$ cat src/msx_glue_pkg.sv
/*
   MSX glue shared types
   Status word layout, live flags, video and DDR3 bundles, register map
*/
package msx_glue_pkg;

   // ==============================
   // APB register map
   // ==============================
   parameter int apb_addr_w = 12;

   parameter logic [apb_addr_w-1:0] reg_status = 12'h000;
   parameter logic [apb_addr_w-1:0] reg_flags  = 12'h004;

   // ==============================
   // Menu and board constants
   // ==============================
   // Download index of a cassette image
   parameter logic [15:0] cas_ioctl_index = 16'd5;

   // Aspect field value for plain 4:3
   parameter logic [1:0] ar_original = 2'd0;

   // 1080p output gets a 216-line crop
   parameter logic [11:0] crop_216p   = 12'd216;
   parameter logic [11:0] hdmi_1080_w = 12'd1920;
   parameter logic [11:0] hdmi_1080_h = 12'd1080;

   // Scandoubler effect code that selects HQ2x
   parameter logic [2:0] fx_hq2x = 3'd1;

   // SD activity hold, in clock cycles
   parameter int act_hold_default = 1000000;

   // ==============================
   // Status word
   // ==============================
   typedef struct packed {
      logic [9:0] rsvd_31_22;
      logic       user_reset;
      logic [6:0] rsvd_20_14;
      logic       cas_src_adc;
      logic       mount_reset;
      logic       rsvd_11;
      logic       detach_reset;
      logic       tape_rewind;
      logic [2:0] video_scale;
      logic [2:0] scandbl_fx;
      logic [1:0] aspect;
      logic       cold_reset;
   } status_fields_t;

   // Raw view for APB, field view for the consumers
   typedef union packed {
      logic [31:0]    raw;
      status_fields_t f;
   } status_word_u;

   // Read-only flags, hard_reset in bit 0
   typedef struct packed {
      logic reserved;
      logic cas_downloading;
      logic play;
      logic cas_load;
      logic sd_act;
      logic vsd_sel;
      logic core_reset;
      logic hard_reset;
   } live_flags_t;

   typedef struct packed {
      logic [11:0] arx;
      logic [11:0] ary;
      logic [11:0] crop_size;
      logic [1:0]  vga_sl;
      logic [2:0]  scale_mode;
      logic        hq2x;
   } video_ctrl_t;

   typedef struct packed {
      logic [27:0] addr;
      logic        rd;
   } ddr3_req_t;

endpackage

$ cat src/msx_status_regs.sv
/*
   APB status registers
   Holds the menu status word and returns the live flags read-only
*/
`timescale 1ns/10ps

module msx_status_regs (
   input  logic                                clock_bus,
   input  logic                                rst,
   input  logic                                psel,
   input  logic                                penable,
   input  logic                                pwrite,
   input  logic [msx_glue_pkg::apb_addr_w-1:0] paddr,
   input  logic [31:0]                         pwdata,
   input  logic [3:0]                          pstrb,
   input  msx_glue_pkg::live_flags_t           flags,
   output logic [31:0]                         prdata,
   output logic                                pready,
   output logic                                pslverr,
   output msx_glue_pkg::status_word_u          status_o
);

   logic hit_status;
   logic hit_flags;
   logic access;
   logic bad_access;
   logic wr_status;

   // ==============================
   // Address decode
   // ==============================
   assign hit_status = (paddr == msx_glue_pkg::reg_status);
   assign hit_flags  = (paddr == msx_glue_pkg::reg_flags);
   assign access     = psel & penable;

   // Flags register is read-only, everything else is unmapped
   assign bad_access = ~(hit_status | hit_flags) | (hit_flags & pwrite);
   assign wr_status  = access & pwrite & hit_status;

   // No wait states
   assign pready  = 1'b1;
   assign pslverr = access & bad_access;

   // ==============================
   // Status word storage
   // ==============================
   always_ff @(posedge clock_bus) begin
      if (rst) begin
         status_o.raw <= '0;
      end else if (wr_status) begin
         for (int i = 0; i < 4; i++) begin
            if (pstrb[i]) begin
               status_o.raw[8*i +: 8] <= pwdata[8*i +: 8];
            end
         end
      end
   end

   // Read data
   always_comb begin
      prdata = '0;
      if (psel) begin
         if (hit_status) begin
            prdata = status_o.raw;
         end else if (hit_flags) begin
            prdata = 32'(flags);
         end
      end
   end

endmodule

$ cat src/msx_reset_ctrl.sv
/*
   Reset generation
   Registered hard and core resets from board, menu, loader and mount events
*/
`timescale 1ns/10ps

module msx_reset_ctrl (
   input  logic                       clock_bus,
   input  logic                       rst,
   input  logic                       board_reset,
   input  logic                       upload_reset,
   input  logic                       fdc_present,
   input  logic                       sd_img_mounted,
   input  msx_glue_pkg::status_word_u status,
   output logic                       hard_reset,
   output logic                       core_reset
);

   logic hard_src;
   logic mount_src;
   logic core_src;

   assign hard_src  = board_reset | status.f.cold_reset | upload_reset;

   // Reset after mount only matters with a floppy controller fitted
   assign mount_src = status.f.mount_reset & sd_img_mounted & fdc_present;

   assign core_src  = hard_src | status.f.detach_reset | status.f.user_reset | mount_src;

   always_ff @(posedge clock_bus) begin
      if (rst) begin
         hard_reset <= 1'b1;
         core_reset <= 1'b1;
      end else begin
         hard_reset <= hard_src;
         // Every hard reset source also resets the core
         core_reset <= core_src;
      end
   end

endmodule

$ cat src/msx_sd_activity.sv
/*
   SD card select and activity
   Steers SPI to the physical card or the image, holds the disk LEDs on
*/
`timescale 1ns/10ps

module msx_sd_activity #(
   parameter int act_hold_cycles = msx_glue_pkg::act_hold_default
) (
   input  logic        clock_bus,
   input  logic        rst,
   input  logic        sd_img_mounted,
   input  logic [63:0] sd_img_size,
   input  logic        spi_sck,
   input  logic        spi_mosi,
   input  logic        vsd_miso,
   input  logic        sd_miso,
   output logic        sd_sck,
   output logic        sd_mosi,
   output logic        sd_cs,
   output logic        core_miso,
   output logic        vsd_sel,
   output logic        sd_act,
   output logic        led_user,
   output logic [1:0]  led_disk
);

   localparam int cnt_w = $clog2(act_hold_cycles + 1);
   localparam logic [cnt_w-1:0] hold_max = cnt_w'(act_hold_cycles);

   logic [cnt_w-1:0] act_cnt;
   logic             old_mosi;
   logic             old_miso;
   logic             bus_toggle;

   // ==============================
   // Card select
   // ==============================
   always_ff @(posedge clock_bus) begin
      if (rst) begin
         vsd_sel <= 1'b0;
      end else if (sd_img_mounted) begin
         // Zero-size mount hands the bus back to the real card
         vsd_sel <= |sd_img_size;
      end
   end

   // Physical card is deselected and quiet while the image is in use
   assign sd_cs     = vsd_sel;
   assign sd_sck    = spi_sck & ~vsd_sel;
   assign sd_mosi   = spi_mosi & ~vsd_sel;
   assign core_miso = vsd_sel ? vsd_miso : sd_miso;

   // ==============================
   // Activity hold timer
   // ==============================
   always_ff @(posedge clock_bus) begin
      old_mosi <= spi_mosi;
      old_miso <= core_miso;
   end

   assign bus_toggle = (old_mosi ^ spi_mosi) | (old_miso ^ core_miso);

   always_ff @(posedge clock_bus) begin
      if (rst) begin
         act_cnt <= hold_max;
      end else if (bus_toggle) begin
         act_cnt <= '0;
      end else if (act_cnt < hold_max) begin
         act_cnt <= act_cnt + 1'b1;
      end
   end

   assign sd_act   = (act_cnt < hold_max);
   assign led_user = vsd_sel & sd_act;
   assign led_disk = {1'b1, ~vsd_sel & sd_act};

endmodule

$ cat src/msx_tape_ctrl.sv
/*
   Cassette control
   Load detection, play and rewind, tape source and DDR3 read arbitration
*/
`timescale 1ns/10ps

module msx_tape_ctrl (
   input  logic                       clock_bus,
   input  logic                       rst,
   input  msx_glue_pkg::status_word_u status,
   input  logic                       core_reset,
   input  logic                       ioctl_download,
   input  logic [15:0]                ioctl_index,
   input  logic                       tape_motor,
   input  logic                       cas_bit,
   input  logic                       adc_bit,
   input  logic                       adc_active,
   input  msx_glue_pkg::ddr3_req_t    download_req,
   input  logic                       download_request,
   input  msx_glue_pkg::ddr3_req_t    cas_req,
   output logic                       tape_in,
   output logic                       play,
   output logic                       rewind,
   output logic                       cas_load,
   output logic                       cas_downloading,
   output msx_glue_pkg::ddr3_req_t    ddr3_req
);

   logic cas_dl_q;

   assign cas_downloading = ioctl_download & (ioctl_index == msx_glue_pkg::cas_ioctl_index);

   // ==============================
   // Load detection
   // ==============================
   always_ff @(posedge clock_bus) begin
      if (rst) begin
         cas_dl_q <= 1'b0;
         cas_load <= 1'b0;
      end else begin
         cas_dl_q <= cas_downloading;
         // End of a cassette download arms the player
         if (cas_dl_q & ~cas_downloading) begin
            cas_load <= 1'b1;
         end
      end
   end

   // Motor line is active low
   assign play   = ~tape_motor & cas_load;
   assign rewind = status.f.tape_rewind | cas_downloading | core_reset;

   // ADC input counts only once the sampler has locked
   assign tape_in = status.f.cas_src_adc ? (adc_bit & adc_active) : cas_bit;

   // ==============================
   // DDR3 read port
   // ==============================
   // ROM downloader always wins
   assign ddr3_req = download_request ? download_req : cas_req;

endmodule

$ cat src/msx_video_cfg.sv
/*
   Video settings decode
   Aspect, scanlines, HQ2x, scaler mode and the 1080p crop
*/
`timescale 1ns/10ps

module msx_video_cfg (
   input  logic                       clock_bus,
   input  logic                       rst,
   input  msx_glue_pkg::status_word_u status,
   input  logic [11:0]                hdmi_width,
   input  logic [11:0]                hdmi_height,
   input  logic                       forced_scandoubler,
   output msx_glue_pkg::video_ctrl_t  video_ctrl,
   output logic                       scandoubler
);

   logic [1:0] aspect;
   logic [2:0] fx;
   logic [2:0] sl;
   logic       is_4x3;
   logic       en216p;

   assign aspect = status.f.aspect;
   assign fx     = status.f.scandbl_fx;
   assign is_4x3 = (aspect == msx_glue_pkg::ar_original);

   // Effect 0 is none, 1 is HQ2x, CRT levels follow
   assign sl          = (fx != 3'd0) ? fx - 3'd1 : 3'd0;
   assign scandoubler = forced_scandoubler | (fx != 3'd0);

   // ==============================
   // 1080p crop
   // ==============================
   always_ff @(posedge clock_bus) begin
      if (rst) begin
         en216p <= 1'b0;
      end else begin
         en216p <= (hdmi_width == msx_glue_pkg::hdmi_1080_w) &&
                   (hdmi_height == msx_glue_pkg::hdmi_1080_h) && !scandoubler;
      end
   end

   always_comb begin
      // Custom ratios are passed as an index with ary zero
      video_ctrl.arx        = is_4x3 ? 12'd4 : {10'd0, aspect - 2'd1};
      video_ctrl.ary        = is_4x3 ? 12'd3 : 12'd0;
      video_ctrl.crop_size  = en216p ? msx_glue_pkg::crop_216p : 12'd0;
      video_ctrl.vga_sl     = sl[1:0];
      video_ctrl.scale_mode = status.f.video_scale;
      video_ctrl.hq2x       = (fx == msx_glue_pkg::fx_hq2x);
   end

endmodule

$ cat src/msx_glue_top.sv
/*
   MSX glue top level
   Status registers feeding the reset, SD, tape and video control blocks
*/
`timescale 1ns/10ps

module msx_glue_top #(
   parameter int act_hold_cycles = msx_glue_pkg::act_hold_default
) (
   input  logic                                clock_bus,
   input  logic                                rst,
   input  logic                                board_reset,
   input  logic                                upload_reset,
   input  logic                                fdc_present,

   // APB
   input  logic                                psel,
   input  logic                                penable,
   input  logic                                pwrite,
   input  logic [msx_glue_pkg::apb_addr_w-1:0] paddr,
   input  logic [31:0]                         pwdata,
   input  logic [3:0]                          pstrb,
   output logic [31:0]                         prdata,
   output logic                                pready,
   output logic                                pslverr,

   // SD card
   input  logic                                sd_img_mounted,
   input  logic [63:0]                         sd_img_size,
   input  logic                                spi_sck,
   input  logic                                spi_mosi,
   input  logic                                vsd_miso,
   input  logic                                sd_miso,
   output logic                                sd_sck,
   output logic                                sd_mosi,
   output logic                                sd_cs,
   output logic                                core_miso,
   output logic                                led_user,
   output logic [1:0]                          led_disk,

   // Tape and DDR3
   input  logic                                ioctl_download,
   input  logic [15:0]                         ioctl_index,
   input  logic                                tape_motor,
   input  logic                                cas_bit,
   input  logic                                adc_bit,
   input  logic                                adc_active,
   output logic                                tape_in,
   output logic                                play,
   output logic                                rewind,
   input  msx_glue_pkg::ddr3_req_t             download_req,
   input  logic                                download_request,
   input  msx_glue_pkg::ddr3_req_t             cas_req,
   output msx_glue_pkg::ddr3_req_t             ddr3_req,

   // Video
   input  logic [11:0]                         hdmi_width,
   input  logic [11:0]                         hdmi_height,
   input  logic                                forced_scandoubler,
   output msx_glue_pkg::video_ctrl_t           video_ctrl,
   output logic                                scandoubler,

   // Resets
   output logic                                core_reset,
   output logic                                hard_reset
);

   msx_glue_pkg::status_word_u status;
   msx_glue_pkg::live_flags_t  flags;
   logic                       vsd_sel;
   logic                       sd_act;
   logic                       cas_load;
   logic                       cas_downloading;

   // Live flags gathered for reg_flags
   assign flags = '{
      reserved:        1'b0,
      cas_downloading: cas_downloading,
      play:            play,
      cas_load:        cas_load,
      sd_act:          sd_act,
      vsd_sel:         vsd_sel,
      core_reset:      core_reset,
      hard_reset:      hard_reset
   };

   // ==============================
   // Blocks
   // ==============================
   msx_status_regs i_status_regs (
      .status_o (status),
      .*
   );

   msx_reset_ctrl i_reset_ctrl (
      .*
   );

   msx_sd_activity #(
      .act_hold_cycles (act_hold_cycles)
   ) i_sd_activity (
      .*
   );

   msx_tape_ctrl i_tape_ctrl (
      .*
   );

   msx_video_cfg i_video_cfg (
      .*
   );

endmodule

$ cat config.mk
export PLATFORM = sky130hd
export DESIGN_NAME = msx_glue_top
export DESIGN_NICKNAME = d
export VERILOG_FILES = /design/src/msx_glue_pkg.sv /design/src/msx_status_regs.sv /design/src/msx_reset_ctrl.sv /design/src/msx_sd_activity.sv /design/src/msx_tape_ctrl.sv /design/src/msx_video_cfg.sv /design/src/msx_glue_top.sv
export SDC_FILE = /design/constraint.sdc
export NUM_CORES = 1
export LEC_CHECK = 0
export ABC_AREA = 1
export BUFFER_PORTS_ARGS = -buffer_cell sky130_fd_sc_hd__buf_2
export CAP_MARGIN = 20
export CORE_AREA = 5 5 132 134
export CTS_CLUSTER_SIZE = 8
export DETAILED_ROUTE_END_ITERATION = 8
export DIE_AREA = 0 0 137 139
export GPL_TIMING_DRIVEN = 0
export PLACE_DENSITY = 0.72
export SLEW_MARGIN = 20
export SYNTH_ARGS = -nofsm -noshare
export SYNTH_HDL_FRONTEND = slang
export SYNTH_HIERARCHICAL = 1
export SYNTH_SLANG_ARGS = --single-unit
$ cat constraint.sdc
create_clock -name clock_bus -period 3.8 [get_ports clock_bus]
set_input_delay 0.19 -clock clock_bus [delete_from_list [all_inputs] [get_ports clock_bus]]
set_output_delay 0.19 -clock clock_bus [all_outputs]
set_load 0.05 [all_outputs]
Word-level counts from Yosys, hierarchy flattened:

Cells that the tools add are included.

* logic and storage cells: 80
* output and inout bits: 118
* register bits: 60
* bits of input ports: 230

* magnitude comparators: 1
* add/sub/neg operators: 3
* reductions and logical operators: 13
* bitwise gates (word level): 32
* mux-type cells: 12
* equal/unequal tests: 5

Operators by type and width (number)
* two-way mux 32 bit: 2
* OR reduction 64 bit: 1
* two-way mux 20 bit: 2
* two-way mux 29 bit: 1
* equality test 12 x 11 -> 1 bit, second input constant: 2
* adder 20 x 1 -> 20 bit, second input constant: 1
* < comparator 20 bit, second input constant: 1
* equality test 16 x 3 -> 1 bit, second input constant: 1
* bitwise AND 1 bit: 15
* equality test 12 x 3 -> 1 bit, second input constant: 1
* logical NOT 12 bit: 1
* OR 1 bit: 11
* two-way mux 8 bit: 1
* AND reduction 2 bit: 4
* two-way mux 7 bit: 1
* two-way mux 2 bit: 2
* NOT 1 bit: 4
* subtractor 2 x 1 -> 2 bit, second input constant: 2
* equality test 3 x 1 -> 1 bit, second input constant: 1
* two-way mux 3 bit: 1
* nonzero test 3 bit: 1
* logical AND 1 bit: 2
* logical NOT 2 bit: 1
* two-way mux 1 bit: 2
* 4 further kinds: 5

Longest topological paths before layout:

Gate-level depths: netlist of the first run.

* word-level depth: 5
* depth in mapped cells: 11
* mapped depth without buffers: 11

Cells and area by module:

Netlist of the first run, hierarchy kept.

Modules (own cells, without submodules)
* msx_status_regs: times used 1, seq. area each 640.6 µm², area an instance 1776.7 µm², cells each 283
* msx_sd_activity: times used 1, seq. area each 460.4 µm², area an instance 1640.3 µm², cells each 284
* msx_tape_ctrl: times used 1, seq. area each 40.0 µm², area an instance 575.6 µm², cells each 70
* msx_video_cfg: times used 1, seq. area each 20.0 µm², area an instance 505.5 µm², cells each 84
* msx_reset_ctrl: times used 1, seq. area each 40.0 µm², area an instance 66.3 µm², cells each 8
* msx_glue_top: times used 1, seq. area each 0.0 µm², area an instance 3.8 µm², cells each 1

Worst setup path before layout of the first run:

No wires, ideal clock.

* path kind: input port to output port
* start point: input port paddr[7] (netlist name)
* end point: output port prdata[10]
* slack: 1639 ps
* buffers on the path: 1
* data required time: 3610 ps
* cell stages on the path: 6
* data arrival time: 1971 ps
* path through: nor2_1 nand2_1 nor2_8 nand2_2 buf_2 nor3_1

* cells in the longest elaborated chain, start to end: 3

Ends and longest elaborated chain
* from (decl): RTL line msx_glue_top.sv:20 `input logic [msx_glue_pkg::apb_addr_w-1:0] paddr,`
* logical NOT 12 bit: RTL line msx_status_regs.sv:32 `assign hit_status = (paddr == msx_glue_pkg::reg_status);`
* two-way mux 32 bit: RTL line msx_status_regs.sv:63 `if (hit_status) begin`
* two-way mux 32 bit: RTL line msx_status_regs.sv:62 `if (psel) begin`
* to (decl): RTL line msx_glue_top.sv:23 `output logic [31:0] prdata,`

No other way between the ends.

Worst setup path after layout of the first run:

* start point: register i_sd_activity.act_cnt[10]
* end point: output port prdata[3]

* cells in the longest elaborated chain, start to end: 4

Ends and longest elaborated chain
* from (decl): RTL line msx_sd_activity.sv:31 `logic [cnt_w-1:0] act_cnt;`
* from (signal assigned): RTL line msx_sd_activity.sv:66 `act_cnt <= hold_max;`
* from (signal assigned): RTL line msx_sd_activity.sv:70 `act_cnt <= act_cnt + 1'b1;`
* < comparator 20 bit: RTL line msx_sd_activity.sv:74 `assign sd_act = (act_cnt < hold_max);`
* net sd_act: RTL line msx_glue_top.sv:71 `logic sd_act;`
* two-way mux 7 bit: RTL line msx_status_regs.sv:65 `end else if (hit_flags) begin`
* two-way mux 32 bit: RTL line msx_status_regs.sv:63
* two-way mux 32 bit: RTL line msx_status_regs.sv:62

The timed path passes the listed nets, and every way through them passes these cells.

==> impl_metrics.ini, run 1 <==
[placed_design]
routabilityCongestion = 0.950
dp_hpwl_um = 15400
portBuffers = 317
dp_cells = 1293

[synthesis]
synth_largest_area_cell = dfxtp_1
syn-cell-area_um2 = 4570
ys_seq_area_frac = 0.263
yosys.cell_count.top_type = nand2_1
ys_top_cells_by_area = dfxtp_1, nand2_1, nor2_1
postSynth.asyncResetShare = 0
synth_top_area_frac = 0.263
synthXorXnorAreaFrac = 0.0134
ys_ff_latch = 60
synthTopCellsByCount = nand2_1, nor2_1, inv_1, dfxtp_1, buf_4
synth_top_family_by_area = simple AND/OR/NAND/NOR gates
ys.flop_type = dfxtp_1
synth_fa_ha_area_frac = 0.00274
synth_area_per_cell_um2 = 6.26
synth_compound_area_frac = 0.0367
yosysWarnings = 6
synthSimpleGateAreaFrac = 0.435
synthCells = 730
synth_cell_types = 35
synth.mux.area_fraction = 0.0797
synth_edf_count = 0

[critical_path]
end_kind = output port
required_ns = 3.61
cp_slowest_cell = dfxtp_1
cp_common_cell = nand2_1
critPathLaunchType = flop
cp.arrival_ns = 2.10
worst-path-max-fanout = 10
cp_num_buf_inv = 4
worstSetupPathType = flop to output port
path_cells = nor2_1, nand2_1, inv_1, nand2_1, nand2_1, nand2_1, inv_2, buf_4, nand2_1, a21oi_1, buf_2
critical_path.top_delay_family = buffers and inverters
cpPeakStageDelay_ns = 0.34

[clocking]
clock_sinks = 60
htree_levels = 3
cts.repair.resized = 0
insertion_delay_ns = 0.34
clk_pin_slew_ns = 0.05
cts_buffers = 9
clock_path_buffers = 2
cts_tree = built
clock-root-buffer = clkbuf_16

[timing]
skew_ns = 0.00381
slew_headroom = 0.468
drv_slew = 0
final.min_clock_period_ns = 2.29
max_freq_ghz = 0.436
hold_viol_final = 0
grt_setup_unrepaired = false
tightest_slew_ns = 0.793
fin_setup_tns_ns = 0
finalCritPeriodShare = 0.604
finalSetupViolCount = 0

[power_and_ir_drop]
leakage_uw = 0.00375
vdd_ir_drop_max_uv = 196
powerDensity_nw_per_um2 = 278

[floorplan]
num_rows = 47
die_x_um = 137
start_util = 0.282
dieArea_um2 = 19000
core_um2 = 16200
io-pin-count = 348
die_h_um = 139

[grt]
grt_pass1_wl_um = 26900
grt.overflow.total = 0
track_usage = 0.180
antenna_found_initial = 2
grt_pass1_vias = 5334
grt_max_degree = 12

[cells_and_area]
syn2layout_area_growth_pct = 49.0
layout-drive-gt1-share = 0.412
n_antenna_cell = 0
utilization = 0.421
final_nets = 1316
final_cells = 1310

[route]
drc = 0
wl_per_cell_um = 13.7
vias = 5574
routed_wl_um = 18000
drt_iter0_markers = 285
firstDrtPassIters = 5
vias_per_cell = 4.25
postRouteAntennaNets = 0

[status]
status = complete, no violations

[worst_hold_path]
hp-class = input port to flop

[run]
drv_cap = 0
==> stage by stage <==
step | power (µW) | worst slack, ns | instance area, µm² | hold WS (ns)
3_3_place_gp | 1160 | 1.74 | 6530 | 0.336
2_1_floorplan | 982 | 1.64 | 4670 | 0.218
4_1_cts | 1910 | 1.52 | 6810 | 0.0464
3_5_place_dp | 1160 | 1.77 | 6530 | 0.348
5_1_grt | 1970 | 1.30 | 6810 | 0.0442
6_report | 1890 | 1.51 | 6810 | 0.0533
==> cell families after synthesis <==
group | after synthesis
compound gates | 32
xor+xnor | 7
fa+ha+maj | 1
buf+inv | 146
flops | 60
mux | 29
other cells | 4
simple gates | 451
==> routing by layer <==
layer | up-vias | wire (µm) | GRT usage
met5 | - | 27 | 0
met4 | 4 | 335 | 0.0509
met3 | 33 | 1710 | 0.0610
met2 | 245 | 8450 | 0.301
met1 | 2393 | 7440 | 0.217
li1 | 2899 | - | -
==> layout by cell type, fill, tap and decap left out <==
| cell type | instances |
|---|---|
| or2_0 | 1 |
| mux2_2 | 19 |
| mux2_4 | 10 |
| o21ai_0 | 7 |
| nand4_1 | 13 |
| clkinv_2 | 4 |
| or3_1 | 1 |
| nand2_1 | 180 |
| nor2_1 | 171 |
| nor3_1 | 30 |
| clkinv_4 | 1 |
| and2_1 | 1 |
| clkbuf_16 | 9 |
| ha_1 | 1 |
| clkinvlp_4 | 2 |
| buf_6 | 7 |
| nor2_8 | 1 |
| dfxtp_1 | 60 |
| conb_1 | 30 |
| clkbuf_1 | 6 |
| o21ai_1 | 3 |
| nand2_2 | 9 |
| xor2_1 | 5 |
| dlygate4sd3_1 | 1 |
| nand3_1 | 25 |
| buf_2 | 322 |
| and2_0 | 1 |
| buf_4 | 41 |
| nor3_2 | 1 |
| nor2_2 | 6 |
| nand3_4 | 1 |
| a21oi_2 | 2 |
| clkinv_1 | 1 |
| nand3b_1 | 2 |
| nand4_4 | 4 |
| a21oi_1 | 20 |
| inv_1 | 80 |
| inv_2 | 6 |
| xnor2_1 | 2 |
| nor2_4 | 4 |
==> sequential cells by signal, summed over array words and instances (netlist names) <==
signal,flops
i_tape_ctrl/cas_load,1
i_sd_activity/sd_cs,1
i_sd_activity/old_miso,1
i_status_regs/status_o,32
i_reset_ctrl/hard_reset,1
i_sd_activity/act_cnt,20
i_reset_ctrl/core_reset,1
i_tape_ctrl/cas_dl_q,1
i_video_cfg/en216p,1
i_sd_activity/old_mosi,1
==> report_power, final <==
group / leakage [µW] / switching, µW / total, µW / internal (µW)
sequential: 0.000487 / 12.0 / 652 / 640
clock: 0.000131 / 305 / 741 / 436
combinational: 0.00313 / 318 / 501 / 184
total: 0.00375 / 635 / 1890 / 1260
==> path summary, 6_finish.rpt <==
check | from | end | slack [ns] | cells past startpoint
setup / recovery | i_sd_activity/act_cnt[10]$_SDFFE_PP0N_ | prdata[3] | 1.51 | 11
hold / removal | board_reset | i_reset_ctrl/hard_reset$_SDFF_PP1_ | 0.05 | 3
setup reg to reg | i_sd_activity/act_cnt[0]$_SDFFE_PP0N_ | i_sd_activity/act_cnt[16]$_SDFFE_PP1P_ | 1.99 | 10
hold reg to reg | i_tape_ctrl/cas_dl_q$_SDFF_PP0_ | i_tape_ctrl/cas_load$_SDFFE_PP0P_ | 0.45 | 2
==> area by class of cell <==
cell class	count	area, µm²
inverter	87	327
fill	1709	9370
timing repair buffer	318	1600
buffer	59	434
tap	220	275
multi-input combinational	550	2700
clock buffer	9	225
clock inverter	7	43.8
sequential	60	1200
==> timing repair <==
action	in CTS	in global routing
endpoints found under the hold margin	1	0
hold buffers	1	0
buffers inserted	0	0
==> worst register-to-register path: stages, from the launching register on <==
cell,delay (ns)
dfxtp_1,0.41
ha_1,0.31
nand3_1,0.13
nor2_2,0.22
nand2_1,0.08
nor2_1,0.17
nand2_1,0.11
nor2_1,0.10
nand2_1,0.06
nand2_1,0.06
nand2_1,0.04
Power figures use the tool's default switching activity.
==> inputs of run 2 (changes only) <==
Settings changed: PLACE_DENSITY 0.72 to 0.74.
Clock period 3.8 ns to 2 ns, I/O delays scaled along.
==> run 2 against run 1 <==
  * Cell count grew 2.1%
  * Sequential share of layout area decreased by 0.91 points
  * Non-clock buffer count is 27 higher
  * Global-route usage about the same
  * Die area did not move
  * Combinational power rose by 98%
  * Worst hold slack worse by 0.047 ns
  * Wire length decreased by 0.21%
  * Clock skew increased by 0.00055 ns
  * Register-to-register slack worse by 1.8 ns
  * Count of clock-buffer cells in the layout increased by 3
==> impl_metrics.ini, run 2 (same netlist as run 1, synthesis figures left out) <==
[timing]
slew_headroom = 0.610
tightest_slew_ns = 0.585
hold_viol_final = 0
skew_ns = 0.00436
finalCritPeriodShare = 0.946
drv_slew = 0
finalSetupViolCount = 0
max_freq_ghz = 0.528
final.min_clock_period_ns = 1.89
fin_ws_ns = 0.107
grt_setup_unrepaired = true

[status]
status = complete, no violations

[route]
firstDrtPassIters = 5
postRouteAntennaNets = 0
drt_iter0_markers = 309
wl_per_cell_um = 13.4
vias_per_cell = 4.24
vias = 5671
drc = 0
routed_wl_um = 17900

[critical_path]
critPathLaunchType = flop
cpPeakStageDelay_ns = 0.34
cp_common_cell = nand2_1
worstSetupPathType = flop to output port
worst-path-max-fanout = 10
rr_endpoint = i_sd_activity/act_cnt[16]$_SDFFE_PP1P_
rr_startpoint = i_sd_activity/act_cnt[0]$_SDFFE_PP0N_
required_ns = 1.90
cp.arrival_ns = 1.79
path_cells = nor2_2, nand2_1, inv_1, nand2_1, nand2_2, nand2_4, inv_2, buf_6, nand2_1, a21oi_2, buf_6
end_kind = output port
r2r_cells = 10
r2r_setup_slack_ns = 0.23
cp_slowest_cell = dfxtp_2

[grt]
grt_pass1_vias = 5412
grt_max_degree = 11
grt_pass1_wl_um = 27300
track_usage = 0.179
antenna_found_initial = 1
grt.overflow.total = 0

[placed_design]
routabilityCongestion = 0.883
dp_hpwl_um = 14900
portBuffers = 317
dp_slack_ns = 0.0552
dp_cells = 1293
place_area_um2 = 6530

[cells_and_area]
final_cells = 1337
layout_common_cells = buf_2, nand2_1, nor2_1
top_regs = i_status_regs/status_o: 32 flops, i_sd_activity/act_cnt: 20 flops
largest_reg_flops = 32
n_antenna_cell = 0
utilization = 0.445
final_area_um2 = 7200
largest-register = i_status_regs/status_o
syn2layout_area_growth_pct = 57.6
final_common_cell = buf_2
final_nets = 1343
layout-drive-gt1-share = 0.409

[floorplan]
core_um2 = 16200
start_util = 0.282
io-pin-count = 348
die_h_um = 139
die_x_um = 137
num_rows = 47
dieArea_um2 = 19000

[clocking]
clock_sinks = 60
insertion_delay_ns = 0.33
clk_pin_slew_ns = 0.05
clock-root-buffer = clkbuf_16
cts_tree = built
htree_levels = 3
clock_path_buffers = 2
cts_buffers = 9

[run]
drv_cap = 0

[power_and_ir_drop]
power_uw = 4060
vdd_ir_drop_max_uv = 474
powerDensity_nw_per_um2 = 564
leakage_uw = 0.00392

[worst_hold_path]
hp-class = input port to flop
min_from = pwdata[17]
hold_depth = 3
hold-path-endpoint = i_status_regs/status_o[17]$_SDFFE_PP0P_
==> run 2: cell types whose count changed in the layout (fill, tap and decap cells not counted), sizes merged <==
cell / delta
dlygate4sd3: +26
clkinvlp: -2
clkinv: -4
bufinv: +3
clkbuf: +4
==> run 2: routing by layer <==
metal | global-route usage | part of all wire
met1 | 0.213 | 0.41
met2 | 0.305 | 0.48
met3 | 0.0628 | 0.093
met4 | 0.0494 | 0.017
met5 | 0 | 0.00073
==> run 2: repair_timing <==
item / 4_1_cts / 5_1_grt
resized for setup: 6 / 7
hold endpoints to repair: 26 / 0
hold buffers: 27 / 0
setup buffers: 1 / 0
endpoints found under the setup margin: 1 / 7
pin swaps: 2 / 2
==> run 2: area by class of cell <==
| class | count | area (µm²) |
|---|---|---|
| fill | 1603 | 8970 |
| multi-input combinational | 550 | 2730 |
| timing repair buffer | 345 | 1870 |
| sequential | 60 | 1200 |
| buffer | 59 | 440 |
| inverter | 87 | 327 |
| tap | 220 | 275 |
| clock buffer | 12 | 256 |
| clock inverter | 4 | 95.1 |
==> run 2: critical path, delay by kind of cell, from the launching register on <==
family                 cells  cell delay (ns)
and+or+nand+nor            6             0.49
AOI/OAI and AO/OA          1             0.18
DFF                        1             0.34
buffers and inverters      4             0.45
==> run 2: per-stage QoR <==
| stage | hold slack [ns] | TNS [ns] |
|---|---|---|
| floorplan | 0.128 | 0 |
| global placement | 0.247 | 0 |
| detailed placement | 0.248 | 0 |
| CTS | 0.00305 | 0 |
| global route | 0.00569 | -0.0136 |
| finish | 0.00620 | 0 |
==> run 2: how the worst max path moves through the flow <==
stage                                                      start    endpoint  slack (ns)  depth (start not counted)
after detailed placement                                paddr[7]   prdata[0]        0.06                          7
after CTS                 i_sd_activity/act_cnt[11]$_SDFFE_PP0N_   prdata[3]        0.02                         11
after global routing      i_sd_activity/act_cnt[10]$_SDFFE_PP0N_   prdata[3]       -0.01                         11
final                     i_sd_activity/act_cnt[10]$_SDFFE_PP0N_   prdata[3]        0.11                         11
after global placement                                  paddr[7]   prdata[3]        0.08                          7
after floorplan                                         paddr[7]  prdata[10]        0.02                          6
==> run 2: power breakdown <==
part | switching [µW] | total, µW | internal, µW
Sequential | 21.7 | 1240 | 1220
Combinational | 609 | 992 | 383
Clock | 551 | 1830 | 1280
==> inputs of run 3 (changes only) <==
Settings changed: PLACE_DENSITY 0.74 to not set.
==> run 3 against run 2 <==
  * Core utilization hardly changed
  * Combinational power hardly changed
  * Clock skew is 0.0027 ns higher
  * Critical endpoint is now led_disk[0]
  * First-iteration DRC count is 17% lower
  * Worst setup slack better by 0.0064 ns
  * Sequential share of layout area hardly changed
  * Highest routed layer is now met4
  * Sequential power hardly changed
  * Critical path type unchanged
  * Cell count is 0.45% higher
  * Non-clock buffer count is 4 higher
  * Power is 4.5% lower
==> impl_metrics.ini, run 3 (same netlist as run 1, synthesis figures left out) <==
[grt]
grt_pass1_wl_um = 27500
track_usage = 0.183
grt_pass1_vias = 5274
antenna_found_initial = 2
grt.overflow.total = 0
grt_max_degree = 11

[timing]
final.min_clock_period_ns = 1.89
skew_ns = 0.00702
fin_setup_tns_ns = 0
tightest_slew_ns = 0.715
max_freq_ghz = 0.530
finalSetupViolCount = 0
finalCritPeriodShare = 0.943
hold_viol_final = 0
slew_headroom = 0.521
drv_slew = 0
fin_hold_ws_ns = 0.00701

[cells_and_area]
largest-register = i_status_regs/status_o
top_regs = i_status_regs/status_o: 32 flops, i_sd_activity/act_cnt: 20 flops
final_cells = 1343
layout-drive-gt1-share = 0.413
fillCellCount = 1691
largest_reg_flops = 32
final_common_cell = buf_2
final_nets = 1347
syn2layout_area_growth_pct = 57.7
layout_common_cells = buf_2, nand2_1, nor2_1

[worst_hold_path]
hold-path-endpoint = i_reset_ctrl/hard_reset$_SDFF_PP1_
hp-class = input port to flop
hold_depth = 3
min_from = upload_reset

[floorplan]
die_h_um = 139
start_util = 0.282
io-pin-count = 348
dieArea_um2 = 19000
core_um2 = 16200
die_x_um = 137
num_rows = 47

[critical_path]
r2r_cells = 10
path_cells = inv_1, o21ai_0, nand2_1, nand2_2, clkbuf_4, nor2_1, buf_2
critPathLaunchType = flop
cp_slowest_cell = dfxtp_1
r2r_setup_slack_ns = 0.20
worst-path-max-fanout = 10
cpPeakStageDelay_ns = 0.43
rr_startpoint = i_sd_activity/act_cnt[0]$_SDFFE_PP0N_
cp.arrival_ns = 1.79
worstSetupPathType = flop to output port
rr_endpoint = i_sd_activity/act_cnt[16]$_SDFFE_PP1P_
required_ns = 1.90
end_kind = output port

[power_and_ir_drop]
seqPwrFrac = 0.320
pwr-share-clk = 0.424
p_sw_uw = 1180
pwr-share-comb = 0.256
vdd_ir_drop_max_uv = 343
leakage_uw = 0.00391
switching_share = 0.305
p_int_uw = 2700
powerDensity_nw_per_um2 = 539

[placed_design]
portBuffers = 317
routabilityCongestion = 0.858
dp_cells = 1293
dp_hpwl_um = 15600

[route]
drt_iter0_markers = 255
firstDrtPassIters = 4
wl_per_cell_um = 13.8
postRouteAntennaNets = 0
drt-met1-wl_um = 7930
vias_per_cell = 4.15
highest_layer = met4
wl_met2_um = 8930
vias = 5576
routed_wl_um = 18500
wl_met3_um = 1540
drc = 0

[clocking]
clock_path_buffers = 2
clock-root-buffer = clkbuf_16
clk_pin_slew_ns = 0.05
cts_buffers = 9
htree_levels = 3
clock_sinks = 60
insertion_delay_ns = 0.33
cts_tree = built

[run]
drv_cap = 0

[status]
status = complete, no violations
-- run 3: timing repair --
action,in CTS,in global routing
pin swaps,0,1
resized for setup,3,11
setup endpoints to repair,1,4
buffers inserted,1,3
endpoints found under the hold margin,28,0
hold buffers,28,0
-- run 3: layout make-up --
type	instances	area (µm²)	share of cell area
Timing Repair Buffer	349	1900	0.264
Clock buffer	13	280	0.0389
Inverter	87	327	0.0453
Tap cell	220	275	0.0382
Buffer	59	440	0.0611
Multi-Input combinational cell	550	2720	0.378
Clock inverter	3	42.5	0.00591
Sequential cell	60	1210	0.167
Antenna cell	2	5.00	0.000695
-- run 3: worst max path at each step --
stage                                      startpoint  depth (start not counted)     endpoint  slack, ns
6_report       i_sd_activity/act_cnt[14]$_SDFFE_PP1P_                          7  led_disk[0]       0.11
3_3_place_gp                                 paddr[7]                          7    prdata[5]       0.12
3_5_place_dp                                 paddr[4]                          7    prdata[5]       0.12
2_1_floorplan                                paddr[7]                          6   prdata[10]       0.02
4_1_cts        i_sd_activity/act_cnt[10]$_SDFFE_PP0N_                         11    prdata[3]      0.004
5_1_grt        i_sd_activity/act_cnt[12]$_SDFFE_PP0N_                          9    prdata[3]      -0.03
-- run 3: per-layer routing --
layer  GRT usage  vias up
li1            -     2959
met3      0.0533        8
met1       0.224     2408
met2       0.312      201
met5           0        -
met4      0.0441        0
-- run 3: worst max-delay path: cells and delay by family, from the launching register on --
family	cells	cell delay, ns
simple gates	3	0.31
flops	1	0.43
compound gates	1	0.16
buf+inv	3	0.55
-- run 3: stage by stage --
step / instance area [µm²] / utilization / power [µW] / setup slack (ns)
6_report: 7200 / 0.445 / 3880 / 0.114
2_1_floorplan: 4670 / - / 1870 / 0.0194
4_1_cts: 7150 / 0.442 / 3920 / 0.00414
3_3_place_gp: 6530 / 0.404 / 2210 / 0.120
3_5_place_dp: 6530 / 0.404 / 2210 / 0.117
5_1_grt: 7200 / 0.445 / 4050 / -0.0325
-- run 3: power by group through the flow --
stage                     clock [µW]  combinational, µW  sequential, µW
final                           1650                994            1240
after CTS                       1690                993            1240
after global routing            1740               1060            1240
after global placement             0                943            1260
after floorplan                    0                598            1270
after detailed placement           0                948            1260
